`src/hw/usb_reg_pkg.sv`:
```
/*
 * Shared widths, register map, interrupt bit positions and bus structs
 * for the USB 1.1 function core register block. Every RTL module of the
 * block pulls this in with a wildcard import in its header.
 */
package usb_reg_pkg;

   //----------------------------------------------------------------------
   // Widths
   //----------------------------------------------------------------------
   localparam int DATA_W = 32;   // Register bus data
   localparam int ADDR_W = 4;    // Word address, 16 words
   localparam int BE_W   = 4;    // One enable per byte lane
   localparam int INTR_W = 8;    // Interrupt status and mask
   localparam int OCC_W  = 5;    // FIFO occupancy count
   localparam int BYTE_W = 8;    // FIFO payload and byte lane width

   // Word map, words 7 to 15 are unmapped
   typedef enum logic [ADDR_W-1:0] {
      REG_CTRL   = 4'd0,
      REG_CMD    = 4'd1,
      REG_MASK   = 4'd2,
      REG_FRAME  = 4'd3,
      REG_STATUS = 4'd4,
      REG_TXDATA = 4'd5,
      REG_RXDATA = 4'd6
   } reg_addr_e;

   // Interrupt status bit positions in word 1
   localparam int INTR_USB_RST  = 0;
   localparam int INTR_TOKEN    = 1;
   localparam int INTR_DDONE    = 2;
   localparam int INTR_PID_ERR  = 3;
   localparam int INTR_CRC5     = 4;
   localparam int INTR_CRC16    = 5;
   localparam int INTR_TX_OFLOW = 6;
   localparam int INTR_RX_UFLOW = 7;

   //----------------------------------------------------------------------
   // Bus request from the master, held stable while cs is high
   //----------------------------------------------------------------------
   typedef struct packed {
      logic              cs;
      logic              wr;
      logic [ADDR_W-1:0] addr;
      logic [DATA_W-1:0] wdata;
      logic [BE_W-1:0]   be;
   } reg_req_t;

   // Decoded access, stb marks the single ack cycle
   typedef struct packed {
      logic              stb;
      logic              wr;
      reg_addr_e         addr;
      logic [DATA_W-1:0] wdata;
      logic [BE_W-1:0]   be;
   } reg_acc_t;

   // Configuration toward the protocol engine and PHY
   typedef struct packed {
      logic              usb_enb;
      logic              srst_n;
      logic              phy_tx_mode;
      logic [7:0]        max_hms;
      logic [1:0]        token_pid_sel;
      logic [1:0]        data_pid_sel;
      logic              send_token;
      logic              send_data;
   } usb_cfg_t;

   // Receive side events and token fields
   typedef struct packed {
      logic              token_valid;
      logic              fifo_ddone;
      logic [6:0]        token_fadr;
      logic [3:0]        pid;
      logic [3:0]        ep_sel;
      logic              usb_rst;
      logic              pid_cs_err;
      logic              crc5_err;
      logic              crc16_err;
   } usb_rx_evt_t;

   // Status of one FIFO, flow is overflow on tx and underflow on rx
   typedef struct packed {
      logic [OCC_W-1:0]  occ;
      logic              full;
      logic              empty;
      logic              flow;
   } fifo_stat_t;

endpackage

```
`src/hw/usb_cfg_regs.sv`:
```
/*
 * Control word and the upper part of the command word. Drives the core
 * configuration, the one-cycle send commands and the capture of the
 * endpoint and PID of the last received token.
 */
`timescale 1ns/10ps

module usb_cfg_regs
   import usb_reg_pkg::*;
(
   input  logic                     mclk,
   input  logic                     reset_n,
   input  reg_acc_t                 acc,
   input  usb_rx_evt_t              rx_evt,
   output usb_cfg_t                 cfg,
   output logic [DATA_W-1:0]        ctrl_word,
   output logic [DATA_W-1:INTR_W]   cmd_hi
);

   logic       ctrl_wr;
   logic       cmd_wr;
   logic [3:0] pid_sel;
   logic [3:0] ep_cap;
   logic [3:0] pid_cap;
   logic       send_token;
   logic       send_data;

   assign ctrl_wr = acc.stb & acc.wr & (acc.addr == REG_CTRL);
   assign cmd_wr  = acc.stb & acc.wr & (acc.addr == REG_CMD);

   //----------------------------------------------------------------------
   // Word 0, byte-enabled control storage
   //----------------------------------------------------------------------
   always_ff @(posedge mclk or negedge reset_n)
   begin
      if (!reset_n)
         ctrl_word <= 32'h0000_0004;
      else if (ctrl_wr)
      begin
         for (int b = 0; b < BE_W; b++)
         begin
            if (acc.be[b])
               ctrl_word[b*BYTE_W +: BYTE_W] <= acc.wdata[b*BYTE_W +: BYTE_W];
         end
      end
   end

   //----------------------------------------------------------------------
   // Word 1, PID selects and send commands
   //----------------------------------------------------------------------
   always_ff @(posedge mclk or negedge reset_n)
   begin
      if (!reset_n)
      begin
         pid_sel    <= '0;
         send_token <= 1'b0;
         send_data  <= 1'b0;
      end
      else
      begin
         // Selects live in byte 2
         if (cmd_wr && acc.be[2])
            pid_sel <= acc.wdata[23:20];
         // Commands drop by themselves the cycle after
         send_token <= cmd_wr & acc.be[3] & acc.wdata[31];
         send_data  <= cmd_wr & acc.be[3] & acc.wdata[30];
      end
   end

   // Endpoint and PID of the last token
   always_ff @(posedge mclk or negedge reset_n)
   begin
      if (!reset_n)
      begin
         ep_cap  <= '0;
         pid_cap <= '0;
      end
      else if (rx_evt.token_valid)
      begin
         ep_cap  <= rx_evt.ep_sel;
         pid_cap <= rx_evt.pid;
      end
   end

   // Send bits read back as the live pulse
   assign cmd_hi = {send_token, send_data, 6'b0, pid_sel, 4'b0, pid_cap, ep_cap};

   always_comb
   begin
      cfg.usb_enb       = ctrl_word[0];
      cfg.srst_n        = ~ctrl_word[1];
      cfg.phy_tx_mode   = ctrl_word[2];
      cfg.max_hms       = ctrl_word[23:16];
      cfg.token_pid_sel = pid_sel[1:0];
      cfg.data_pid_sel  = pid_sel[3:2];
      cfg.send_token    = send_token;
      cfg.send_data     = send_data;
   end

endmodule

```
`src/hw/usb_fifo_port.sv`:
```
/*
 * FIFO access port. Turns strobed accesses to words 5 and 6 into push
 * and pop strobes and forms the status word of word 4. Purely
 * combinational, the strobes follow the bus access strobe.
 */
`timescale 1ns/10ps

module usb_fifo_port
   import usb_reg_pkg::*;
(
   input  reg_acc_t          acc,
   input  usb_rx_evt_t       rx_evt,
   input  fifo_stat_t        tx_stat,
   input  fifo_stat_t        rx_stat,
   input  logic [BYTE_W-1:0] rx_fifo_data,
   output logic              tx_fifo_wr_en,
   output logic [BYTE_W-1:0] tx_fifo_data,
   output logic              rx_fifo_rd_en,
   output logic [DATA_W-1:0] fifo_rdata
);

   logic [DATA_W-1:0] stat_word;

   // Push only when there is room, a full FIFO drops the byte
   assign tx_fifo_wr_en = acc.stb & acc.wr & (acc.addr == REG_TXDATA) & ~tx_stat.full;
   assign tx_fifo_data  = acc.wdata[BYTE_W-1:0];

   // Pop only when something is there
   assign rx_fifo_rd_en = acc.stb & ~acc.wr & (acc.addr == REG_RXDATA) & ~rx_stat.empty;

   // Function address, occupancies and flags
   assign stat_word = {1'b0, rx_evt.token_fadr,
                       3'b0, rx_stat.occ,
                       3'b0, tx_stat.occ,
                       4'b0, rx_stat.empty, rx_stat.full, tx_stat.empty, tx_stat.full};

   assign fifo_rdata = (acc.addr == REG_RXDATA) ?
                       {{(DATA_W-BYTE_W){1'b0}}, rx_fifo_data} : stat_word;

endmodule

```
`src/hw/usb_intr_ctrl.sv`:
```
/*
 * Interrupt status and mask. Latches the eight event sources into
 * write-one-to-clear status bits in word 1, holds the mask of word 2
 * and raises usb_irq while any unmasked status bit is set.
 */
`timescale 1ns/10ps

module usb_intr_ctrl
   import usb_reg_pkg::*;
(
   input  logic              mclk,
   input  logic              reset_n,
   input  reg_acc_t          acc,
   input  usb_rx_evt_t       rx_evt,
   input  fifo_stat_t        tx_stat,
   input  fifo_stat_t        rx_stat,
   output logic [INTR_W-1:0] intr_stat,
   output logic [INTR_W-1:0] intr_mask,
   output logic              usb_irq
);

   logic [INTR_W-1:0] evt;
   logic [INTR_W-1:0] clr;
   logic              mask_wr;

   //----------------------------------------------------------------------
   // Event sources
   //----------------------------------------------------------------------
   always_comb
   begin
      evt                = '0;
      evt[INTR_USB_RST]  = rx_evt.usb_rst;
      evt[INTR_TOKEN]    = rx_evt.token_valid;
      evt[INTR_DDONE]    = rx_evt.fifo_ddone;
      evt[INTR_PID_ERR]  = rx_evt.pid_cs_err;
      evt[INTR_CRC5]     = rx_evt.crc5_err;
      evt[INTR_CRC16]    = rx_evt.crc16_err;
      evt[INTR_TX_OFLOW] = tx_stat.flow;
      evt[INTR_RX_UFLOW] = rx_stat.flow;
   end

   // Clear needs byte 0 of the command word
   assign clr = (acc.stb && acc.wr && acc.addr == REG_CMD && acc.be[0]) ?
                acc.wdata[INTR_W-1:0] : '0;

   assign mask_wr = acc.stb & acc.wr & (acc.addr == REG_MASK) & acc.be[0];

   //----------------------------------------------------------------------
   // Status and mask
   //----------------------------------------------------------------------
   // A new event beats a clear in the same cycle
   always_ff @(posedge mclk or negedge reset_n)
   begin
      if (!reset_n)
         intr_stat <= '0;
      else
         intr_stat <= (intr_stat & ~clr) | evt;
   end

   always_ff @(posedge mclk or negedge reset_n)
   begin
      if (!reset_n)
         intr_mask <= '0;
      else if (mask_wr)
         intr_mask <= acc.wdata[INTR_W-1:0];
   end

   assign usb_irq = |(intr_stat & intr_mask);

endmodule

```
`src/hw/usb_reg_bus.sv`:
```
/*
 * Register bus front end. Answers every cs with a one-cycle ack one
 * cycle later, registers the read word at the edge that raises ack and
 * hands a decoded access with its strobe to the register blocks.
 */
`timescale 1ns/10ps

module usb_reg_bus
   import usb_reg_pkg::*;
(
   input  logic              mclk,
   input  logic              reset_n,
   input  reg_req_t          req,
   input  logic [DATA_W-1:0] cfg_rdata,
   input  logic [DATA_W-1:0] intr_rdata,
   input  logic [DATA_W-1:0] fifo_rdata,
   output reg_acc_t          acc,
   output logic [DATA_W-1:0] reg_rdata,
   output logic              reg_ack
);

   reg_addr_e         word;
   logic [DATA_W-1:0] rd_word;
   logic              rd_cap;

   // Word address as a map entry
   assign word = reg_addr_e'(req.addr);

   //----------------------------------------------------------------------
   // Handshake
   //----------------------------------------------------------------------
   // Ack one cycle after cs, never twice in a row
   always_ff @(posedge mclk or negedge reset_n)
   begin
      if (!reset_n)
         reg_ack <= 1'b0;
      else
         reg_ack <= req.cs & ~reg_ack;
   end

   // Decoded access, stb coincides with ack
   assign acc.stb   = reg_ack;
   assign acc.wr    = req.wr;
   assign acc.addr  = word;
   assign acc.wdata = req.wdata;
   assign acc.be    = req.be;

   //----------------------------------------------------------------------
   // Read path
   //----------------------------------------------------------------------
   // Group select, each block already picked its own word
   always_comb
   begin
      case (word)
         REG_CTRL, REG_FRAME:    rd_word = cfg_rdata;
         REG_CMD, REG_MASK:      rd_word = intr_rdata;
         REG_STATUS, REG_RXDATA: rd_word = fifo_rdata;
         default:                rd_word = '0;
      endcase
   end

   // Capture before the pop strobe moves the rx FIFO
   assign rd_cap = req.cs & ~req.wr & ~reg_ack;

   always_ff @(posedge mclk)
   begin
      if (rd_cap)
         reg_rdata <= rd_word;
   end

endmodule

```
`src/hw/usb_reg_top.sv`:
```
/*
 * Top of the USB function core register block. Connects the bus front
 * end to the config, interrupt and FIFO blocks and picks the word of
 * each read group by address.
 */
`timescale 1ns/10ps

module usb_reg_top
   import usb_reg_pkg::*;
(
   input  logic              mclk,
   input  logic              reset_n,
   input  reg_req_t          req,
   output logic [DATA_W-1:0] reg_rdata,
   output logic              reg_ack,
   input  logic [DATA_W-1:0] frm_nat,
   input  usb_rx_evt_t       rx_evt,
   input  fifo_stat_t        tx_stat,
   input  fifo_stat_t        rx_stat,
   input  logic [BYTE_W-1:0] rx_fifo_data,
   output usb_cfg_t          cfg,
   output logic              tx_fifo_wr_en,
   output logic [BYTE_W-1:0] tx_fifo_data,
   output logic              rx_fifo_rd_en,
   output logic              usb_irq
);

   reg_acc_t                acc;
   logic [DATA_W-1:0]       cfg_rdata;
   logic [DATA_W-1:0]       intr_rdata;
   logic [DATA_W-1:0]       fifo_rdata;
   logic [DATA_W-1:0]       ctrl_word;
   logic [DATA_W-1:INTR_W]  cmd_hi;
   logic [INTR_W-1:0]       intr_stat;
   logic [INTR_W-1:0]       intr_mask;

   //----------------------------------------------------------------------
   // Read groups
   //----------------------------------------------------------------------
   // Words 0 and 3
   assign cfg_rdata  = (acc.addr == REG_FRAME) ? frm_nat : ctrl_word;
   // Words 1 and 2
   assign intr_rdata = (acc.addr == REG_MASK) ?
                       {{(DATA_W-INTR_W){1'b0}}, intr_mask} : {cmd_hi, intr_stat};

   usb_reg_bus u_bus (
      .mclk       (mclk),
      .reset_n    (reset_n),
      .req        (req),
      .cfg_rdata  (cfg_rdata),
      .intr_rdata (intr_rdata),
      .fifo_rdata (fifo_rdata),
      .acc        (acc),
      .reg_rdata  (reg_rdata),
      .reg_ack    (reg_ack)
   );

   usb_cfg_regs u_cfg (
      .mclk      (mclk),
      .reset_n   (reset_n),
      .acc       (acc),
      .rx_evt    (rx_evt),
      .cfg       (cfg),
      .ctrl_word (ctrl_word),
      .cmd_hi    (cmd_hi)
   );

   usb_intr_ctrl u_intr (
      .mclk      (mclk),
      .reset_n   (reset_n),
      .acc       (acc),
      .rx_evt    (rx_evt),
      .tx_stat   (tx_stat),
      .rx_stat   (rx_stat),
      .intr_stat (intr_stat),
      .intr_mask (intr_mask),
      .usb_irq   (usb_irq)
   );

   usb_fifo_port u_fifo (
      .acc           (acc),
      .rx_evt        (rx_evt),
      .tx_stat       (tx_stat),
      .rx_stat       (rx_stat),
      .rx_fifo_data  (rx_fifo_data),
      .tx_fifo_wr_en (tx_fifo_wr_en),
      .tx_fifo_data  (tx_fifo_data),
      .rx_fifo_rd_en (rx_fifo_rd_en),
      .fifo_rdata    (fifo_rdata)
   );

endmodule

```
`config.mk`:
```
export PLATFORM = sky130hd
export DESIGN_NAME = usb_reg_top
export DESIGN_NICKNAME = d
export VERILOG_FILES = /design/src/hw/usb_reg_pkg.sv /design/src/hw/usb_cfg_regs.sv /design/src/hw/usb_fifo_port.sv /design/src/hw/usb_intr_ctrl.sv /design/src/hw/usb_reg_bus.sv /design/src/hw/usb_reg_top.sv
export SDC_FILE = /design/constraint.sdc
export NUM_CORES = 1
export LEC_CHECK = 0
export BUFFER_PORTS_ARGS = -buffer_cell sky130_fd_sc_hd__buf_2
export CORE_MARGIN = 2
export CORE_UTILIZATION = 40
export CTS_CLUSTER_SIZE = 24
export DETAILED_ROUTE_END_ITERATION = 7
export GPL_TIMING_DRIVEN = 1
export PLACE_DENSITY = 0.67
export SETUP_SLACK_MARGIN = 0.2
export SLEW_MARGIN = 10
export SYNTH_ARGS = -nofsm -noshare
export SYNTH_HDL_FRONTEND = slang
export SYNTH_SLANG_ARGS = --single-unit
```
`constraint.sdc`:
```
create_clock -name mclk -period 3.7 [get_ports mclk]
set_input_delay 0.74 -clock mclk [delete_from_list [all_inputs] [get_ports mclk]]
set_output_delay 0.74 -clock mclk [all_outputs]
set_load 0.005 [all_outputs]
```
==> results.ini, run 1 <==
[grt]
grt_busiest_layer=met2
use_met3_pct=3.803
antenna_found_initial=1
met2_usage_pct=34.17
grt-ovfl-total=0
grt_usage_pct=19.86
use_met1_pct=25.34
grt_first_pass_wirelength_um=19350
grt_max_degree=36
grt_pass1_vias=3669

[worst_setup_path]
cp_max_fo=19
critPathTopFamily=buffers and inverters
cp_slowest_cell=buf_2
cpMostUsedCell=buf_2
crit_path_start_kind=input pin
endpoint_kind=output port
cp.arrival_ns=1.81
cp_num_buf_inv=2
r2r_slack_ns=1.82
crit_required_ns=2.96
crit_type=input pin to output port
crit_chain=buf_2, nor2b_1, and4_1, buf_2
cpPeakStageDelay_ns=0.41

[routing]
first_iter_violations=183
routed_wl_um=12660
drc_errors=0
routed_via_density=5.256
ant_nets=0
dr.pass1.iters=4
vias=3516
wire_per_inst_um=18.93

[place]
io_buffer_count=181
place.gp.congestion=0.8568
dp_cells=652
place_area_um2=5545
dp_hpwl_um=9806

[hold_path]
hold_class=input pin to asynchronous set/reset pin

[finish]
register_area_um2=2539
nets=641
multi_input_comb_area_um2=1866
final_common_cell=buf_2
final_cell_mix=buf_2 (181), dfrtp_1 (62), mux2_1 (44)
fill_cells=1009
areaGrowthSynthToFinish_pct=23.10
final_area_um2=5827
drive_gt1_share_pct=44.19
instances_no_fill=669

[yosys]
yosys_most_used_dff=dfrtp_1
synth_area_um2=4733
yosysSeqAreaShare_pct=53.63
avgSynthCellArea_um2=12.79
yosysWarnings=0
ys_types=45
synth-seq-cells=95
synth.net_count=491
synth_edf_count=32
async_reset_ff_share_pct=66.32
syn_inst=370

[sta]
whs_ns=0.4921
setup-violations-final=0
rsz0062_at_grt=false
setup_tns_ns=0
max_slew_margin_pct=34.24
final.period_utilization_pct=68.96
tightest_slew_ns=0.9842
finClkSkew_ns=0.006273
finalCriticalPeriod_ns=2.552
fmax_ghz=0.3919
slew_violations=0
hold_viol_final=0

[clocking]
cts_tree=built
clock-sinks=95
cts_root_buffer=clkbuf_16
numCtsBuffers=9
clock_latency_ns=0.34
cts_resized=0
postCtsSetupRepairBufs=0
clkTransAtPathRegs_ns=0.06
ctsHoldBuffers=0
clockBufferDepth=2
htreeDepth=3

[floorplanning]
die_x_um=112.8
fp.dieArea_um2=12720
coreArea_um2=11470
rows=39
boundaryPins=182
die_h_um=112.8
start_util_pct=41.28

[power]
p_total_mw=2.393
p_leak_nw=2.767
peakVddDrop_mv=0.2029
power_density_nw_per_um2=410.7

[job]
drv_cap=0

[status]
status=finished, final reports clean

==> synth_stat cells (2+ instances only) <==
library cell,n,area (um^2)
dfrtp_1,62,1551
mux2_1,44,495.5
a22oi_1,33,247.7
edfxtp_1,32,960.9
buf_4,27,202.7
nand2_1,21,78.83
nor2_1,21,78.83
mux2_4,12,180.2
mux2i_1,11,110.1
mux2_2,10,112.6
inv_1,9,33.78
a31oi_1,8,50.05
buf_2,7,35.03
nand3_1,7,35.03
nor2b_1,7,43.79
clkbuf_1,6,22.52
buf_6,4,45.04
nand3_4,4,70.07
o22ai_1,4,25.02
a221o_1,3,30.03
a22o_1,3,26.28
and2_1,3,18.77
and3_1,3,18.77
o21ai_1,3,15.01
and3_4,2,22.52
and4bb_1,2,25.02
nand2b_1,2,12.51
o221ai_1,2,17.52
o311ai_1,2,17.52
==> cells by family (layout without fill, tap and decap cells) <==
family | Yosys count | count (layout) | synth area share [%]
other | 0 | 1 | 0
multiplexers | 77 | 77 | 18.98
flip-flops | 95 | 95 | 53.63
AO/OA/AOI/OAI | 61 | 61 | 9.596
buffers and inverters | 54 | 209 | 7.243
AND/OR/NAND/NOR | 83 | 83 | 10.55
==> where the power goes <==
group          switching (mW)  total, mW  internal (mW)
combinational           0.156      0.318          0.163
clock                   0.374      0.865          0.492
sequential             0.0456       1.21           1.16
total                   0.575       2.39           1.82
==> state kept, by name, summed over array words and instances, names as in the netlist <==
signal,flops
u_bus.reg_ack,1
u_bus.reg_rdata,32
u_cfg.ctrl_word,32
u_cfg.ep_cap,4
u_cfg.pid_cap,4
u_cfg.pid_sel,4
u_cfg.send_data,1
u_cfg.send_token,1
u_intr.intr_mask,8
u_intr.intr_stat,8
==> worst paths after layout <==
| check | from | to | cells past startpoint |
|---|---|---|---|
| max | req[37] | rx_fifo_rd_en | 4 |
| min | reset_n | u_cfg.pid_cap[0] | 1 |
| max reg2reg | u_bus.reg_ack | u_intr.intr_mask[5] | 3 |
| min reg2reg | u_cfg.ctrl_word[24] | u_cfg.ctrl_word[24] | 1 |
| max in group asynchronous | reset_n | u_cfg.pid_cap[3] | 2 |
| min in group mclk | u_cfg.ctrl_word[24] | u_cfg.ctrl_word[24] | 1 |
==> through the flow <==
step,worst slack [ns],util [%]
finish,1.148,50.81
global route,1.070,50.81
CTS,1.166,50.79
detailed placement,1.163,48.36
global placement,1.192,48.36
floorplan,0.9289,-
==> area by class of cell <==
type	count	area share (%)
Multi-Input combinational cell	221	32.02
Clock inverter	3	0.3221
Inverter	9	0.5798
Tap cell	143	3.071
Clock buffer	13	4.466
Timing Repair Buffer	184	15.93
Sequential cell	95	43.57
Antenna cell	1	0.04295
==> routing by layer <==
metal / share of wire [%] / up-vias
met3: 5.5 / 14
met1: 42 / 1746
li1: - / 1655
met5: 0 / -
met2: 51 / 101
met4: 1.4 / 0
Power figures use the tool's default switching activity.
==> run 2: changes to the inputs <==
==> constraint.sdc (replaced) <==
create_clock -name mclk -period 2.4 [get_ports mclk]
set_input_delay 0.48 -clock mclk [delete_from_list [all_inputs] [get_ports mclk]]
set_output_delay 0.48 -clock mclk [all_outputs]
set_load 0.005 [all_outputs]
==> run 2 against run 1 <==
Compared with the run above: final cell count is 0.75% higher; global-route usage decreased by 0.26 points; sequential share of layout area shrank 0.42 points; sequential cell count unchanged; critical path type is now input pin to register; largest power group unchanged; register-to-register slack worse by 1.1 ns.
==> results.ini, run 2 (synthesis results as in run 1) <==
[worst_setup_path]
crit_chain=buf_2, nor4_2, a22oi_1, o21ai_1
r2r_slack_ns=0.68  ; -1.14 ns
crit_path_start_kind=input pin
cpPeakStageDelay_ns=1.08  ; +0.67 ns
endpoint_kind=register
cp.arrival_ns=2.10  ; +0.29 ns
crit_type=input pin to register
cp_slowest_cell=nor4_2
r2r_start=u_bus.reg_ack
cp_max_fo=17  ; -2
r2r_cells=4  ; +1
r2r-end=u_cfg.ctrl_word[12]
crit_required_ns=2.59  ; -0.37 ns

[finish]
n_antenna_cell=0  ; -1
top_regs=u_bus.reg_rdata (32), u_cfg.ctrl_word (32)
areaGrowthSynthToFinish_pct=24.29
final_common_cell=buf_2
final_cell_mix=buf_2 (181), dfrtp_1 (62), mux2_1 (44)
nets=647  ; +0.94%
fill_cells=1029  ; +2.0%
drive_gt1_share_pct=44.63  ; +0.44 points
final_area_um2=5883  ; +0.97%

[sta]
max_slew_margin_pct=17.47  ; -17 points
final.period_utilization_pct=79.84
rsz0062_at_grt=false
fmax_ghz=0.5219
slew_violations=0  ; unchanged
setup-violations-final=0  ; unchanged
setup_tns_ns=0  ; unchanged
finalCriticalPeriod_ns=1.916
finClkSkew_ns=0.006829  ; +0.0005565 ns
tightest_slew_ns=1.228  ; +0.2434 ns
hold_viol_final=0  ; unchanged

[power]
peakVddDrop_mv=0.3048  ; +50%
p_leak_nw=2.798  ; +1.1%
power_density_nw_per_um2=641.0  ; +56%

[clocking]
cts_resized=0  ; unchanged
postCtsSetupRepairBufs=0  ; unchanged
htreeDepth=3  ; unchanged
numCtsBuffers=9  ; unchanged
cts_root_buffer=clkbuf_16
cts_tree=built
clock_latency_ns=0.33  ; about the same
clock-sinks=95  ; unchanged
clkTransAtPathRegs_ns=0.06  ; about the same
ctsHoldBuffers=0  ; unchanged
clockBufferDepth=2  ; unchanged

[floorplanning]
boundaryPins=182  ; unchanged
fp.dieArea_um2=12720  ; unchanged
die_x_um=112.8  ; unchanged
start_util_pct=41.28  ; unchanged
rows=39  ; unchanged
coreArea_um2=11470  ; unchanged
die_h_um=112.8  ; unchanged

[grt]
grt_max_degree=33  ; -8.3%
antenna_found_initial=0  ; -1
grt_usage_pct=19.59  ; -0.26 points
grt_pass1_vias=3669  ; unchanged
grt-ovfl-total=0  ; unchanged
grt_first_pass_wirelength_um=19380  ; +0.11%

[routing]
ant_nets=0  ; unchanged
routed_via_density=5.286  ; +0.58%
drc_errors=0  ; unchanged
vias=3563  ; +1.3%
dr.pass1.iters=4  ; unchanged
first_iter_violations=209  ; +14%
routed_wl_um=12540  ; -0.97%
wire_per_inst_um=18.60  ; -1.7%

[job]
drv_cap=0  ; unchanged

[place]
dp_hpwl_um=9409  ; -4.0%
io_buffer_count=181  ; unchanged
place_area_um2=5590  ; +0.81%
place.gp.congestion=0.8429  ; -1.6%

[status]
status=finished, final reports clean

[hold_path]
hold_class=input pin to asynchronous set/reset pin

[run 2: cell count changes in the layout (fill, tap and decap cells not counted), sizes merged]
cell      previous run  this run
buf                184       190
bufinv               0         1
clkinv               3         1
clkinvlp             0         1
diode                1         0
[run 2: per-stage QoR]
step / power (mW) / setup WS [ns] / hold WS (ns) / std cells / util [%]
after floorplan: 2.166 / 0.4900 / 0.1844 / 370 / -
after global placement: 2.383 / 0.2545 / 0.4747 / 658 / 48.75
after detailed placement: 2.397 / 0.1883 / 0.4827 / 658 / 48.75
after CTS: 3.807 / 0.4732 / 0.1508 / 674 / 51.30
after global routing: 3.928 / 0.3538 / 0.1793 / 674 / 51.30
final: 3.771 / 0.4838 / 0.1402 / 674 / 51.30
[run 2: final cells by class]
type	instances	area, um^2	share of cell area [%]
tap	143	178.9	3.041
clock inverter	3	42.54	0.7231
sequential	95	2539	43.15
inverter	9	33.78	0.5742
multi-input combinational	221	1866	31.71
clock buffer	13	250.2	4.254
timing repair buffer	190	973.4	16.55
[run 2: worst max-delay path by stage]
stage                                     end  depth (start not counted)  startpoint  slack [ns]
after floorplan            u_bus.reg_rdata[0]                          2     req[41]        0.49
after global placement    u_bus.reg_rdata[20]                          4     req[36]        0.25
after detailed placement  u_bus.reg_rdata[20]                          4     req[36]        0.19
after CTS                       tx_fifo_wr_en                          5     req[38]        0.47
after global routing            tx_fifo_wr_en                          5     req[38]        0.35
final                     u_bus.reg_rdata[20]                          4     req[36]        0.48
[run 2: critical path, delay by kind of cell]
kind,cells,cell delay [ns]
AO/OA/AOI/OAI,2,0.30
buffers and inverters,1,0.22
AND/OR/NAND/NOR,1,1.08
[run 2: where the power goes]
| part | internal [mW] | switching, mW |
|---|---|---|
| Combinational | 0.256 | 0.242 |
| Clock | 0.836 | 0.574 |
| Sequential | 1.79 | 0.0688 |
| Total | 2.89 | 0.885 |
[run 2: metal layers]
metal | track usage (%) | routed length [um]
met5 | 0 | 0
met4 | 6.829 | 153
met3 | 3.374 | 820
met2 | 31.74 | 6247
met1 | 26.76 | 5319
